[config.mk]
export PLATFORM = sky130hd
export DESIGN_NAME = leap_profiler
export DESIGN_NICKNAME = d
export VERILOG_FILES = /design/src/hw/prof_event_pkg.sv /design/src/hw/prof_map_pkg.sv /design/src/hw/prof_config_regs.sv /design/src/hw/prof_trace_front.sv /design/src/hw/prof_func_lookup.sv /design/src/hw/prof_call_stack.sv /design/src/hw/prof_counter_bank.sv /design/src/hw/prof_readout.sv /design/src/hw/leap_profiler.sv
export VERILOG_INCLUDE_DIRS = /design/src /design/src/include
export SDC_FILE = /design/constraint.sdc
export NUM_CORES = 2
export LEC_CHECK = 0
export BUFFER_PORTS_ARGS = -buffer_cell sky130_fd_sc_hd__buf_4
export CAP_MARGIN = 0
export CORE_ASPECT_RATIO = 1.25
export CORE_MARGIN = 3
export CORE_UTILIZATION = 45
export DETAILED_ROUTE_END_ITERATION = 16
export HOLD_SLACK_MARGIN = 0.02
export PLACE_DENSITY_LB_ADDON = 0.3
export SLEW_MARGIN = 25
export SYNTH_ARGS = -nofsm -noshare
export SYNTH_HDL_FRONTEND = slang
export SYNTH_SLANG_ARGS = --single-unit
[constraint.sdc]
create_clock -name clk -period 10.7 [get_ports clk]
set_input_delay 0 -clock clk [delete_from_list [all_inputs] [get_ports clk]]
set_output_delay 0 -clock clk [all_outputs]
set_load 0.02 [all_outputs]
[src/include/prof_params.svh]
// Sizes for the profiler; NUM_FUNCS must equal NUM_BANKS times a power of two slots per bank
`ifndef PROF_PARAMS_SVH
`define PROF_PARAMS_SVH

// Function numbering, last number is the catch-all for unknown targets
`define PROF_NUM_FUNCS    16
`define PROF_FUNC_BITS    4
`define PROF_UNKNOWN_FUNC 15

// Counter banks, bank is taken from the low function bits
`define PROF_NUM_BANKS    4
`define PROF_BANK_BITS    $clog2(`PROF_NUM_BANKS)
`define PROF_SLOT_BITS    (`PROF_FUNC_BITS - `PROF_BANK_BITS)

`define PROF_STACK_DEPTH  8
`define PROF_COUNT_WIDTH  32
`define PROF_ADDR_BITS    8
`endif

[src/hw/prof_event_pkg.sv]
// Trace event encodings; increment options are one-hot and only one bit is expected set
package prof_event_pkg;
	// Increment option, one bit per counted event
	typedef logic [4:0] inc_sel_t;
	localparam inc_sel_t INC_INSTR  = 5'b00001;
	localparam inc_sel_t INC_CYCLE  = 5'b00010;
	localparam inc_sel_t INC_STALL  = 5'b00100;
	localparam inc_sel_t INC_ISTALL = 5'b01000;
	localparam inc_sel_t INC_DSTALL = 5'b10000;

	// Decoded operation handed down the pipeline
	typedef enum logic [1:0] {
		OP_NONE = 2'd0,
		OP_CALL = 2'd1,
		OP_RETN = 2'd2
	} trace_op_t;

	// MIPS fields used by the call/return decode
	localparam logic [5:0] OPC_SPECIAL = 6'd0;
	localparam logic [5:0] OPC_JAL     = 6'd3;
	localparam logic [5:0] FUNCT_JR    = 6'd8;
	localparam logic [5:0] FUNCT_JALR  = 6'd9;
	localparam logic [4:0] REG_RA      = 5'd31;
endpackage

[src/hw/prof_map_pkg.sv]
// Bus map; bit 7 selects config, bits 7:6 both low select the table, reads always hit counters
package prof_map_pkg;
	// Write region decoded from the two top address bits
	typedef enum logic [1:0] {
		REG_TABLE   = 2'd0,
		REG_CONFIG  = 2'd1,
		// Read-only space, writes landing here are dropped
		REG_COUNTER = 2'd2
	} map_region_t;

	// Config register select from the low address bits
	typedef enum logic [1:0] {
		CFG_INC_MASK = 2'd0,
		CFG_DO_HIER  = 2'd1,
		CFG_INIT_PC  = 2'd2
	} cfg_sel_t;
endpackage

[src/hw/prof_config_regs.sv]
// Writes act on the edge with mm_wren high; init_pc resets to all ones so nothing starts by accident
`timescale 1ns/1ps
`include "prof_params.svh"

module prof_config_regs import prof_event_pkg::*, prof_map_pkg::*; (
	input  logic                       clk,
	input  logic                       reset,
	input  logic [`PROF_ADDR_BITS-1:0] mm_addr,
	input  logic                       mm_wren,
	input  logic [31:0]                mm_wrdata,
	output inc_sel_t                   inc_mask,
	output logic                       do_hier,
	output logic [31:0]                init_pc,
	output logic                       tbl_wren
);
	map_region_t region;
	cfg_sel_t    cfg_sel;

	// Region from the two top address bits
	always_comb begin
		if (mm_addr[`PROF_ADDR_BITS-1])
			region = REG_CONFIG;
		else if (!mm_addr[`PROF_ADDR_BITS-2])
			region = REG_TABLE;
		else
			region = REG_COUNTER;
	end

	assign cfg_sel = cfg_sel_t'(mm_addr[1:0]);

	// Table writes go straight to the lookup on the same edge
	assign tbl_wren = mm_wren && (region == REG_TABLE);

	always_ff @(posedge clk) begin
		if (reset) begin
			inc_mask <= '0;
			do_hier  <= 1'b0;
			init_pc  <= '1;
		end else if (mm_wren && (region == REG_CONFIG)) begin
			case (cfg_sel)
				CFG_INC_MASK: inc_mask <= mm_wrdata[$bits(inc_sel_t)-1:0];
				CFG_DO_HIER:  do_hier  <= mm_wrdata[0];
				CFG_INIT_PC:  init_pc  <= mm_wrdata;
				default: ;
			endcase
		end
	end
endmodule

[src/hw/prof_trace_front.sv]
// Every ins_valid cycle is one retired instruction; jalr target is the pc of the next valid one
`timescale 1ns/1ps

module prof_trace_front import prof_event_pkg::*; (
	input  logic      clk,
	input  logic      reset,
	input  logic [31:0] pc_in,
	input  logic [31:0] instr_in,
	input  logic      ins_valid,
	input  logic      istall,
	input  logic      dstall,
	input  inc_sel_t  inc_mask,
	input  logic [31:0] init_pc,
	output logic [31:0] ev_pc,
	output trace_op_t ev_op,
	output logic      ev_inc
);
	logic        started;
	logic        jalr_pend;
	logic [31:0] pc_prev;
	logic        pc_chg;
	logic        inc_now;
	logic        is_jal;
	logic        is_jalr;
	logic        is_ret;
	logic [31:0] jal_target;
	logic [31:0] call_pc;

	// Instruction fields
	assign is_jal = ins_valid && (instr_in[31:26] == OPC_JAL);
	assign is_jalr = ins_valid && (instr_in[31:26] == OPC_SPECIAL) && (instr_in[5:0] == FUNCT_JALR);
	assign is_ret = ins_valid && (instr_in[31:26] == OPC_SPECIAL) && (instr_in[5:0] == FUNCT_JR)
		&& (instr_in[25:21] == REG_RA);
	assign jal_target = {pc_in[31:28], instr_in[25:0], 2'b00};

	// Instruction count only moves when the pc does
	assign pc_chg = ins_valid && (pc_in != pc_prev);
	assign inc_now = (|(inc_mask & INC_INSTR) && pc_chg)
		|| |(inc_mask & INC_CYCLE)
		|| (|(inc_mask & INC_STALL) && (istall || dstall))
		|| (|(inc_mask & INC_ISTALL) && istall)
		|| (|(inc_mask & INC_DSTALL) && dstall);

	// Jal carries its own target, a pending jalr and the start call use the current pc
	assign call_pc = (started && is_jal && !jalr_pend) ? jal_target : pc_in;

	always_ff @(posedge clk) begin
		if (reset) begin
			started   <= 1'b0;
			jalr_pend <= 1'b0;
			pc_prev   <= '0;
			ev_op     <= OP_NONE;
			ev_inc    <= 1'b0;
		end else begin
			pc_prev <= pc_in;
			ev_op   <= OP_NONE;
			ev_inc  <= 1'b0;
			if (!started) begin
				// Start cycle pretends a call into init_pc
				if (pc_in == init_pc) begin
					started <= 1'b1;
					ev_op   <= OP_CALL;
					ev_inc  <= inc_now;
				end
			end else begin
				ev_inc <= inc_now;
				if (ins_valid && jalr_pend) begin
					jalr_pend <= 1'b0;
					ev_op     <= OP_CALL;
				end else if (is_jal)
					ev_op <= OP_CALL;
				else if (is_jalr)
					jalr_pend <= 1'b1;
				else if (is_ret)
					ev_op <= OP_RETN;
			end
		end
	end

	always_ff @(posedge clk) begin
		ev_pc <= call_pc;
	end
endmodule

[src/hw/prof_func_lookup.sv]
// Direct compare over table slots 0 to 14; writes to slot 15 are ignored and lowest match wins
`timescale 1ns/1ps
`include "prof_params.svh"

module prof_func_lookup import prof_event_pkg::*; (
	input  logic                       clk,
	input  logic                       reset,
	input  logic [31:0]                ev_pc,
	input  trace_op_t                  ev_op,
	input  logic                       ev_inc,
	input  logic                       tbl_wren,
	input  logic [`PROF_ADDR_BITS-1:0] mm_addr,
	input  logic [31:0]                mm_wrdata,
	output trace_op_t                  lk_op,
	output logic [`PROF_FUNC_BITS-1:0] lk_func,
	output logic                       lk_inc
);
	localparam int ENTRIES = `PROF_UNKNOWN_FUNC;

	logic [31:0]                entry_pc [ENTRIES];
	logic [ENTRIES-1:0]         entry_vld;
	logic [`PROF_FUNC_BITS-1:0] wr_slot;
	logic                       wr_ok;
	logic [`PROF_FUNC_BITS-1:0] hit_func;

	assign wr_slot = mm_addr[`PROF_FUNC_BITS-1:0];
	assign wr_ok = tbl_wren && (wr_slot < `PROF_FUNC_BITS'(ENTRIES));

	// Scan from the top so the lowest matching slot is left
	always_comb begin
		hit_func = `PROF_FUNC_BITS'(`PROF_UNKNOWN_FUNC);
		for (int i = ENTRIES - 1; i >= 0; i--) begin
			if (entry_vld[i] && (entry_pc[i] == ev_pc))
				hit_func = `PROF_FUNC_BITS'(i);
		end
	end

	always_ff @(posedge clk) begin
		if (reset) begin
			entry_vld <= '0;
			lk_op     <= OP_NONE;
			lk_inc    <= 1'b0;
		end else begin
			if (wr_ok)
				entry_vld[wr_slot] <= 1'b1;
			lk_op  <= ev_op;
			lk_inc <= ev_inc;
		end
	end

	// Entry PCs and the matched number
	always_ff @(posedge clk) begin
		if (wr_ok)
			entry_pc[wr_slot] <= mm_wrdata;
		lk_func <= hit_func;
	end
endmodule

[src/hw/prof_call_stack.sv]
// Calls past the stack depth are dropped; an event charges the top frame after its push or pop
`timescale 1ns/1ps
`include "prof_params.svh"

module prof_call_stack import prof_event_pkg::*; (
	input  logic                         clk,
	input  logic                         reset,
	input  trace_op_t                    lk_op,
	input  logic [`PROF_FUNC_BITS-1:0]   lk_func,
	input  logic                         lk_inc,
	input  logic                         do_hier,
	output logic [`PROF_NUM_BANKS-1:0]   bank_add_en,
	output logic [`PROF_SLOT_BITS-1:0]   bank_add_slot,
	output logic [`PROF_COUNT_WIDTH-1:0] bank_add_amt,
	output logic                         exe_start,
	output logic                         exe_end
);
	localparam int IDX_BITS = $clog2(`PROF_STACK_DEPTH);
	localparam int SP_BITS = IDX_BITS + 1;

	logic [`PROF_FUNC_BITS-1:0]   frame_func [`PROF_STACK_DEPTH];
	logic [`PROF_COUNT_WIDTH-1:0] frame_tot [`PROF_STACK_DEPTH];
	logic [SP_BITS-1:0]           sp;
	logic                         done;
	logic [IDX_BITS-1:0]          top_idx;
	logic [IDX_BITS-1:0]          caller_idx;
	logic                         stack_empty;
	logic                         stack_full;
	logic                         last_frame;
	logic                         do_push;
	logic                         do_pop;
	logic                         chg_en;
	logic [`PROF_FUNC_BITS-1:0]   chg_func;
	logic [`PROF_COUNT_WIDTH-1:0] chg_amt;
	logic [`PROF_COUNT_WIDTH-1:0] inc_amt;

	assign inc_amt = `PROF_COUNT_WIDTH'(lk_inc);
	assign stack_empty = (sp == '0);
	assign stack_full = (sp == SP_BITS'(`PROF_STACK_DEPTH));
	assign last_frame = (sp == SP_BITS'(1));
	assign top_idx = IDX_BITS'(sp - SP_BITS'(1));
	assign caller_idx = IDX_BITS'(sp - SP_BITS'(2));

	// Nothing moves once main has returned
	assign do_push = !done && (lk_op == OP_CALL) && !stack_full;
	assign do_pop = !done && (lk_op == OP_RETN) && !stack_empty;

	// Pick who gets charged and by how much
	always_comb begin
		chg_en   = 1'b0;
		chg_func = frame_func[top_idx];
		chg_amt  = inc_amt;
		if (do_push) begin
			chg_en   = lk_inc;
			chg_func = lk_func;
		end else if (do_pop) begin
			chg_func = frame_func[caller_idx];
			// Popping main charges nobody
			if (!last_frame) begin
				chg_en = lk_inc || do_hier;
				// Callee total rides along with the return
				if (do_hier)
					chg_amt = frame_tot[top_idx] + inc_amt;
			end
		end else if (!done && !stack_empty)
			chg_en = lk_inc;
	end

	always_ff @(posedge clk) begin
		if (reset) begin
			sp          <= '0;
			done        <= 1'b0;
			bank_add_en <= '0;
			exe_start   <= 1'b0;
			exe_end     <= 1'b0;
		end else begin
			// One-hot strobe on the bank of the charged function
			bank_add_en <= '0;
			if (chg_en)
				bank_add_en[chg_func[`PROF_BANK_BITS-1:0]] <= 1'b1;
			exe_start <= do_push && stack_empty;
			exe_end   <= do_pop && last_frame;
			if (do_push)
				sp <= sp + SP_BITS'(1);
			else if (do_pop) begin
				sp <= sp - SP_BITS'(1);
				if (last_frame)
					done <= 1'b1;
			end
		end
	end

	// Frames and charge payload
	always_ff @(posedge clk) begin
		bank_add_slot <= chg_func[`PROF_FUNC_BITS-1:`PROF_BANK_BITS];
		bank_add_amt  <= chg_amt;
		if (do_push) begin
			frame_func[sp[IDX_BITS-1:0]] <= lk_func;
			frame_tot[sp[IDX_BITS-1:0]]  <= inc_amt;
		end else if (do_pop) begin
			// Caller total stays inclusive for its own return
			if (!last_frame)
				frame_tot[caller_idx] <= frame_tot[caller_idx] + chg_amt;
		end else if (chg_en)
			frame_tot[top_idx] <= frame_tot[top_idx] + inc_amt;
	end
endmodule

[src/hw/prof_counter_bank.sv]
// Counters only clear at reset and wrap silently; rd_count is combinational from rd_slot
`timescale 1ns/1ps
`include "prof_params.svh"

module prof_counter_bank (
	input  logic                         clk,
	input  logic                         reset,
	input  logic                         add_en,
	input  logic [`PROF_SLOT_BITS-1:0]   add_slot,
	input  logic [`PROF_COUNT_WIDTH-1:0] add_amt,
	input  logic [`PROF_SLOT_BITS-1:0]   rd_slot,
	output logic [`PROF_COUNT_WIDTH-1:0] rd_count
);
	localparam int SLOTS = `PROF_NUM_FUNCS / `PROF_NUM_BANKS;

	logic [`PROF_COUNT_WIDTH-1:0] count [SLOTS];

	always_ff @(posedge clk) begin
		if (reset) begin
			for (int i = 0; i < SLOTS; i++)
				count[i] <= '0;
		end else if (add_en)
			count[add_slot] <= count[add_slot] + add_amt;
	end

	// Read port for the readout mux
	assign rd_count = count[rd_slot];
endmodule

[src/hw/prof_readout.sv]
// Read data appears one cycle after mm_addr; every address reads a counter by its low four bits
`timescale 1ns/1ps
`include "prof_params.svh"

module prof_readout (
	input  logic                                            clk,
	input  logic                                            reset,
	input  logic [`PROF_ADDR_BITS-1:0]                      mm_addr,
	input  logic [`PROF_NUM_BANKS-1:0][`PROF_COUNT_WIDTH-1:0] bank_count,
	output logic [`PROF_SLOT_BITS-1:0]                      rd_slot,
	output logic [`PROF_COUNT_WIDTH-1:0]                    mm_rddata
);
	// Slot within a bank from the high function bits
	assign rd_slot = mm_addr[`PROF_FUNC_BITS-1:`PROF_BANK_BITS];

	// Bank from the low bits, registered
	always_ff @(posedge clk) begin
		if (reset)
			mm_rddata <= '0;
		else
			mm_rddata <= bank_count[mm_addr[`PROF_BANK_BITS-1:0]];
	end
endmodule

[src/hw/leap_profiler.sv]
// Four cycles from trace to counter, no back-pressure; profiling runs once per reset
`timescale 1ns/1ps
`include "prof_params.svh"

module leap_profiler import prof_event_pkg::*; (
	input  logic                         clk,
	input  logic                         reset,
	input  logic [31:0]                  pc_in,
	input  logic [31:0]                  instr_in,
	input  logic                         ins_valid,
	input  logic                         istall,
	input  logic                         dstall,
	output logic                         exe_start,
	output logic                         exe_end,
	input  logic [`PROF_ADDR_BITS-1:0]   mm_addr,
	input  logic                         mm_wren,
	input  logic [31:0]                  mm_wrdata,
	output logic [`PROF_COUNT_WIDTH-1:0] mm_rddata
);
	inc_sel_t                     inc_mask;
	logic                         do_hier;
	logic [31:0]                  init_pc;
	logic                         tbl_wren;
	logic [31:0]                  ev_pc;
	trace_op_t                    ev_op;
	logic                         ev_inc;
	trace_op_t                    lk_op;
	logic [`PROF_FUNC_BITS-1:0]   lk_func;
	logic                         lk_inc;
	logic [`PROF_NUM_BANKS-1:0]   bank_add_en;
	logic [`PROF_SLOT_BITS-1:0]   bank_add_slot;
	logic [`PROF_COUNT_WIDTH-1:0] bank_add_amt;
	logic [`PROF_SLOT_BITS-1:0]   rd_slot;
	logic [`PROF_NUM_BANKS-1:0][`PROF_COUNT_WIDTH-1:0] bank_count;

	prof_config_regs config_regs_inst (.clk, .reset, .mm_addr, .mm_wren, .mm_wrdata,
		.inc_mask, .do_hier, .init_pc, .tbl_wren);

	// Stage 1, start filter and decode
	prof_trace_front trace_front_inst (.clk, .reset, .pc_in, .instr_in, .ins_valid, .istall,
		.dstall, .inc_mask, .init_pc, .ev_pc, .ev_op, .ev_inc);

	// Stage 2, target to function number
	prof_func_lookup func_lookup_inst (.clk, .reset, .ev_pc, .ev_op, .ev_inc, .tbl_wren,
		.mm_addr, .mm_wrdata, .lk_op, .lk_func, .lk_inc);

	// Stage 3, stack and charge routing
	prof_call_stack call_stack_inst (.clk, .reset, .lk_op, .lk_func, .lk_inc, .do_hier,
		.bank_add_en, .bank_add_slot, .bank_add_amt, .exe_start, .exe_end);

	// Stage 4, one bank per low function bits value
	for (genvar b = 0; b < `PROF_NUM_BANKS; b++) begin : g_bank
		prof_counter_bank counter_bank_inst (.clk, .reset, .add_en(bank_add_en[b]),
			.add_slot(bank_add_slot), .add_amt(bank_add_amt), .rd_slot,
			.rd_count(bank_count[b]));
	end

	prof_readout readout_inst (.clk, .reset, .mm_addr, .bank_count, .rd_slot, .mm_rddata);
endmodule

==> impl_metrics.py <==
metrics = {
    "clocking": {
        "clk_pin_slew_worst_paths_ns": 0.06,
        "insertion_delay_ns": 0.82,
        "cts_sinks": 1486,
        "cts_setup_buffers": 0,
        "cts_root_buf": "clkbuf_16",
        "cts_resized": 0,
        "numCtsBuffers": 151,
        "htreeDepth": 4,
        "hold_buffers": 182,
        "cts_tree": "done",
        "clk_path_buf_depth": 3,
    },
    "logic_synthesis": {
        "ys_top_cells_by_area": "edfxtp_1 (52%), mux4_2 (13%), dfxtp_1 (5.6%)",
        "syn_area_um2": 73400,
        "netlist.area_leader.share_pct": 52.4,
        "postSynthCellCount": 5160,
        "yosys.area.top_type": "edfxtp_1",
        "syn_area_per_cell_um2": 14.2,
        "synth_flop_cell": "edfxtp_1",
        "syn_nets": 5439,
        "ys_ff_latch": 1486,
        "synth_seq_area_share_pct": 58.0,
        "synth_edf_count": 1280,
        "synth_cell_type_count": 86,
        "synthArstFlopShare_pct": 0,
        "ys_warn_count": 0,
    },
    "global_routing": {
        "grt_start_max_net_pins": 86,
        "grt_pass1_wl_mm": 317,
        "grt_overflow": 0,
        "grt_usage_pct": 25.9,
        "antenna_found_initial": 16,
        "grt_pass1_vias": 47400,
    },
    "route": {
        "via_count": 46800,
        "firstDrtPassIters": 7,
        "drt_iter0_drc": 5034,
        "drcViolationCount": 0,
        "ant_nets": 0,
        "drt-total-wl_mm": 218,
        "via_per_inst": 6.01,
        "detail_route.wl_per_cell_um": 28.1,
    },
    "worst_hold_path": {
        "hold_path_class": "input pin to flip-flop",
        "worstHoldStart": "pc_in[27]",
        "holdPathEnd": "trace_front_inst.pc_prev[27]$_SDFF_PP0_",
        "holdPathStages": 3,
    },
    "timing": {
        "fin_crit_ns": 7.32,
        "tightest_slew_ns": 1.10,
        "hold_slack_ns": 0.0495,
        "finClkSkew_ns": 0.0379,
        "fmax_mhz": 137,
        "period_share_pct": 68.5,
        "rsz0062_at_grt": "no",
        "relSlewSlack_pct": 26.1,
        "drv_slew": 0,
        "tns_ns": 0,
        "setup_viol": 0,
        "hold_viol_final": 0,
        "worst_slack_ns": 3.38,
    },
    "floorplan": {
        "dieArea_um2": 168000,
        "chipWidth_um": 367,
        "ioPinCount": 144,
        "die_y_um": 457,
        "coreArea_um2": 162000,
        "rows": 165,
        "start_util_pct": 45.3,
    },
    "final_layout": {
        "drive_gt1_share_pct": 19.0,
        "final_nets": 5754,
        "syn2layout_area_growth_pct": 14.5,
        "final_util_pct": 51.9,
    },
    "pwr": {
        "peakVddDrop_mv": 0.166,
        "power_mw": 12.6,
        "powerDensity_nw_per_um2": 150,
        "p_leak_nw": 28.9,
    },
    "setup_path": {
        "critPathArrivalTime_ns": 7.84,
        "r2r_start": "call_stack_inst.sp[0]$_SDFFE_PP0P_",
        "startpoint_type": "flip-flop",
        "startpoint": "call_stack_inst.sp[0]$_SDFFE_PP0P_",
        "required_ns": 11.21,
        "r2r_end": "call_stack_inst.frame_tot[1][31]$_DFFE_PP_",
        "endpoint_kind": "flip-flop",
        "ff2ff_setup_slack_ns": 3.38,
        "reg2regPathDepth": 25,
        "path_class": "flip-flop to flip-flop",
        "crit_path_max_fanout": 40,
    },
    "placed_design": {
        "gp_congestion": 0.862,
        "dp_hpwl_mm": 134,
        "io_buffers": 141,
        "dp_slack_ns": 3.31,
    },
    "run_status": {
        "outcome": "completed",
    },
    "job": {
        "max_cap_violations": 0,
    },
}
-- cell families after synthesis --
family | count (synthesis) | synth area share (%)
compound gates | 504 | 4.60
xor+xnor | 716 | 8.59
fa+ha+maj | 169 | 2.93
buf+inv | 438 | 2.40
flops | 1486 | 58.0
mux | 536 | 14.8
simple gates | 1311 | 8.68
-- cell type report --
cell class	instances	area (µm²)
multi-input combinational	3236	29300
clock buffer	201	4190
antenna	8	20.0
fill	13500	77800
inverter	159	597
sequential	1486	42600
clock inverter	79	806
tap	2171	2720
timing repair buffer	441	3820
-- sequential cells by signal, summed over array words and instances, names as in the netlist, 4 cells and up --
register and flops:
trace_front_inst.ev_pc 32, config_regs_inst.init_pc 32, call_stack_inst.frame_func 32, trace_front_inst.pc_prev 32, readout_inst.mm_rddata 32, config_regs_inst.inc_mask 5
call_stack_inst.sp 4, func_lookup_inst.lk_func 4, call_stack_inst.bank_add_amt 32, call_stack_inst.frame_tot 256, g_bank.counter_bank_inst.count 512, func_lookup_inst.entry_pc 480
func_lookup_inst.entry_vld 15, call_stack_inst.bank_add_en 4
-- cells in the final DEF (no fill, tap or decap), types with 40 or more instances in the layout --
cell type	Yosys	routed
dfxtp_1	206	201
a21o_1	70	70
nor3_1	45	40
xnor2_1	439	438
ha_1	164	162
nor2b_1	119	115
buf_4	5	252
mux4_2	432	432
and3_1	48	48
nand2_1	215	215
inv_1	159	159
clkbuf_16	0	156
mux2_2	62	62
a21oi_1	140	140
nor4_1	68	68
dlygate4sd3_1	0	182
edfxtp_1	1280	1280
nand4_1	100	100
o21ai_0	68	68
nor2_1	535	515
xor2_1	274	274
nand3_1	45	44
-- worst max path at each step --
| stage | end | slack [ns] |
|---|---|---|
| 5_1_grt | call_stack_inst.frame_tot[1][31]$_DFFE_PP_ | 2.80 |
| 4_1_cts | call_stack_inst.frame_tot[1][31]$_DFFE_PP_ | 3.28 |
| 6_report | call_stack_inst.frame_tot[1][31]$_DFFE_PP_ | 3.38 |
| 2_1_floorplan | call_stack_inst.frame_tot[0][31]$_DFFE_PP_ | 1.80 |
| 3_5_place_dp | call_stack_inst.frame_tot[4][31]$_DFFE_PP_ | 3.31 |
| 3_3_place_gp | call_stack_inst.frame_tot[6][31]$_DFFE_PP_ | 3.41 |
-- cells in the mapped netlist (12+ instances only) --
| library cell | count |
|---|---|
| nor3b_1 | 17 |
| dfxtp_1 | 206 |
| nand4_1 | 100 |
| nand2b_1 | 40 |
| nor2_1 | 535 |
| a31oi_1 | 14 |
| inv_1 | 159 |
| xnor2_1 | 439 |
| mux4_2 | 432 |
| o21a_1 | 13 |
| buf_1 | 62 |
| mux2_2 | 62 |
| or4_1 | 16 |
| nor4_1 | 68 |
| o21ai_0 | 68 |
| nand2_1 | 215 |
| o21bai_1 | 38 |
| clkbuf_1 | 188 |
| edfxtp_1 | 1280 |
| nor2b_1 | 119 |
| xor2_1 | 274 |
| a21oi_1 | 140 |
| o22ai_1 | 30 |
| nor3_1 | 45 |
| or3_1 | 16 |
| ha_1 | 164 |
| and2_1 | 12 |
| mux2i_1 | 39 |
| and3_1 | 48 |
| buf_2 | 16 |
| a211o_1 | 39 |
| nand3_1 | 45 |
| a21o_1 | 70 |
-- metal layers --
layer | global-route usage [%] | share of wire [%] | vias to the layer above
li1 | - | - | 20100
met2 | 42.6 | 48 | 2197
met4 | 8.84 | 3.6 | 10
met3 | 4.82 | 9.0 | 427
met5 | 0 | 0.028 | -
met1 | 34.6 | 39 | 24000
-- stage by stage --
| step | cells | cell area (µm²) |
|---|---|---|
| 2_1_floorplan | 5160 | 73400 |
| 3_3_place_gp | 7310 | 77200 |
| 3_5_place_dp | 7310 | 77200 |
| 4_1_cts | 7772 | 84000 |
| 5_1_grt | 7778 | 84000 |
| 6_report | 7781 | 84100 |
-- critical path, stage by stage (launching register included) --
cell and delay (ns):
dfxtp_4 0.82, inv_1 0.31, ha_4 0.43, buf_4 0.50
mux4_2 0.32, nand2_1 0.06, nand2_1 0.11, ha_1 0.19
nand4_1 0.13, a221o_1 0.44, or3_1 0.34, xnor2_1 0.19
nor2_1 0.09, ha_1 0.40, a21o_1 0.19, nor4_1 0.07
inv_1 0.06, a31oi_1 0.04, a311oi_1 0.46, nand2_1 0.18
o211ai_1 0.24, o211ai_2 0.22, nor4_2 0.36, o41ai_2 0.13
and3_1 0.20, o31ai_2 0.50
-- where the power goes --
part,switching (mW),internal (mW)
logic,0.476,0.341
registers,0.0582,6.38
clock network,2.32,3.04
No activity file was read; power rests on OpenSTA's default activity.
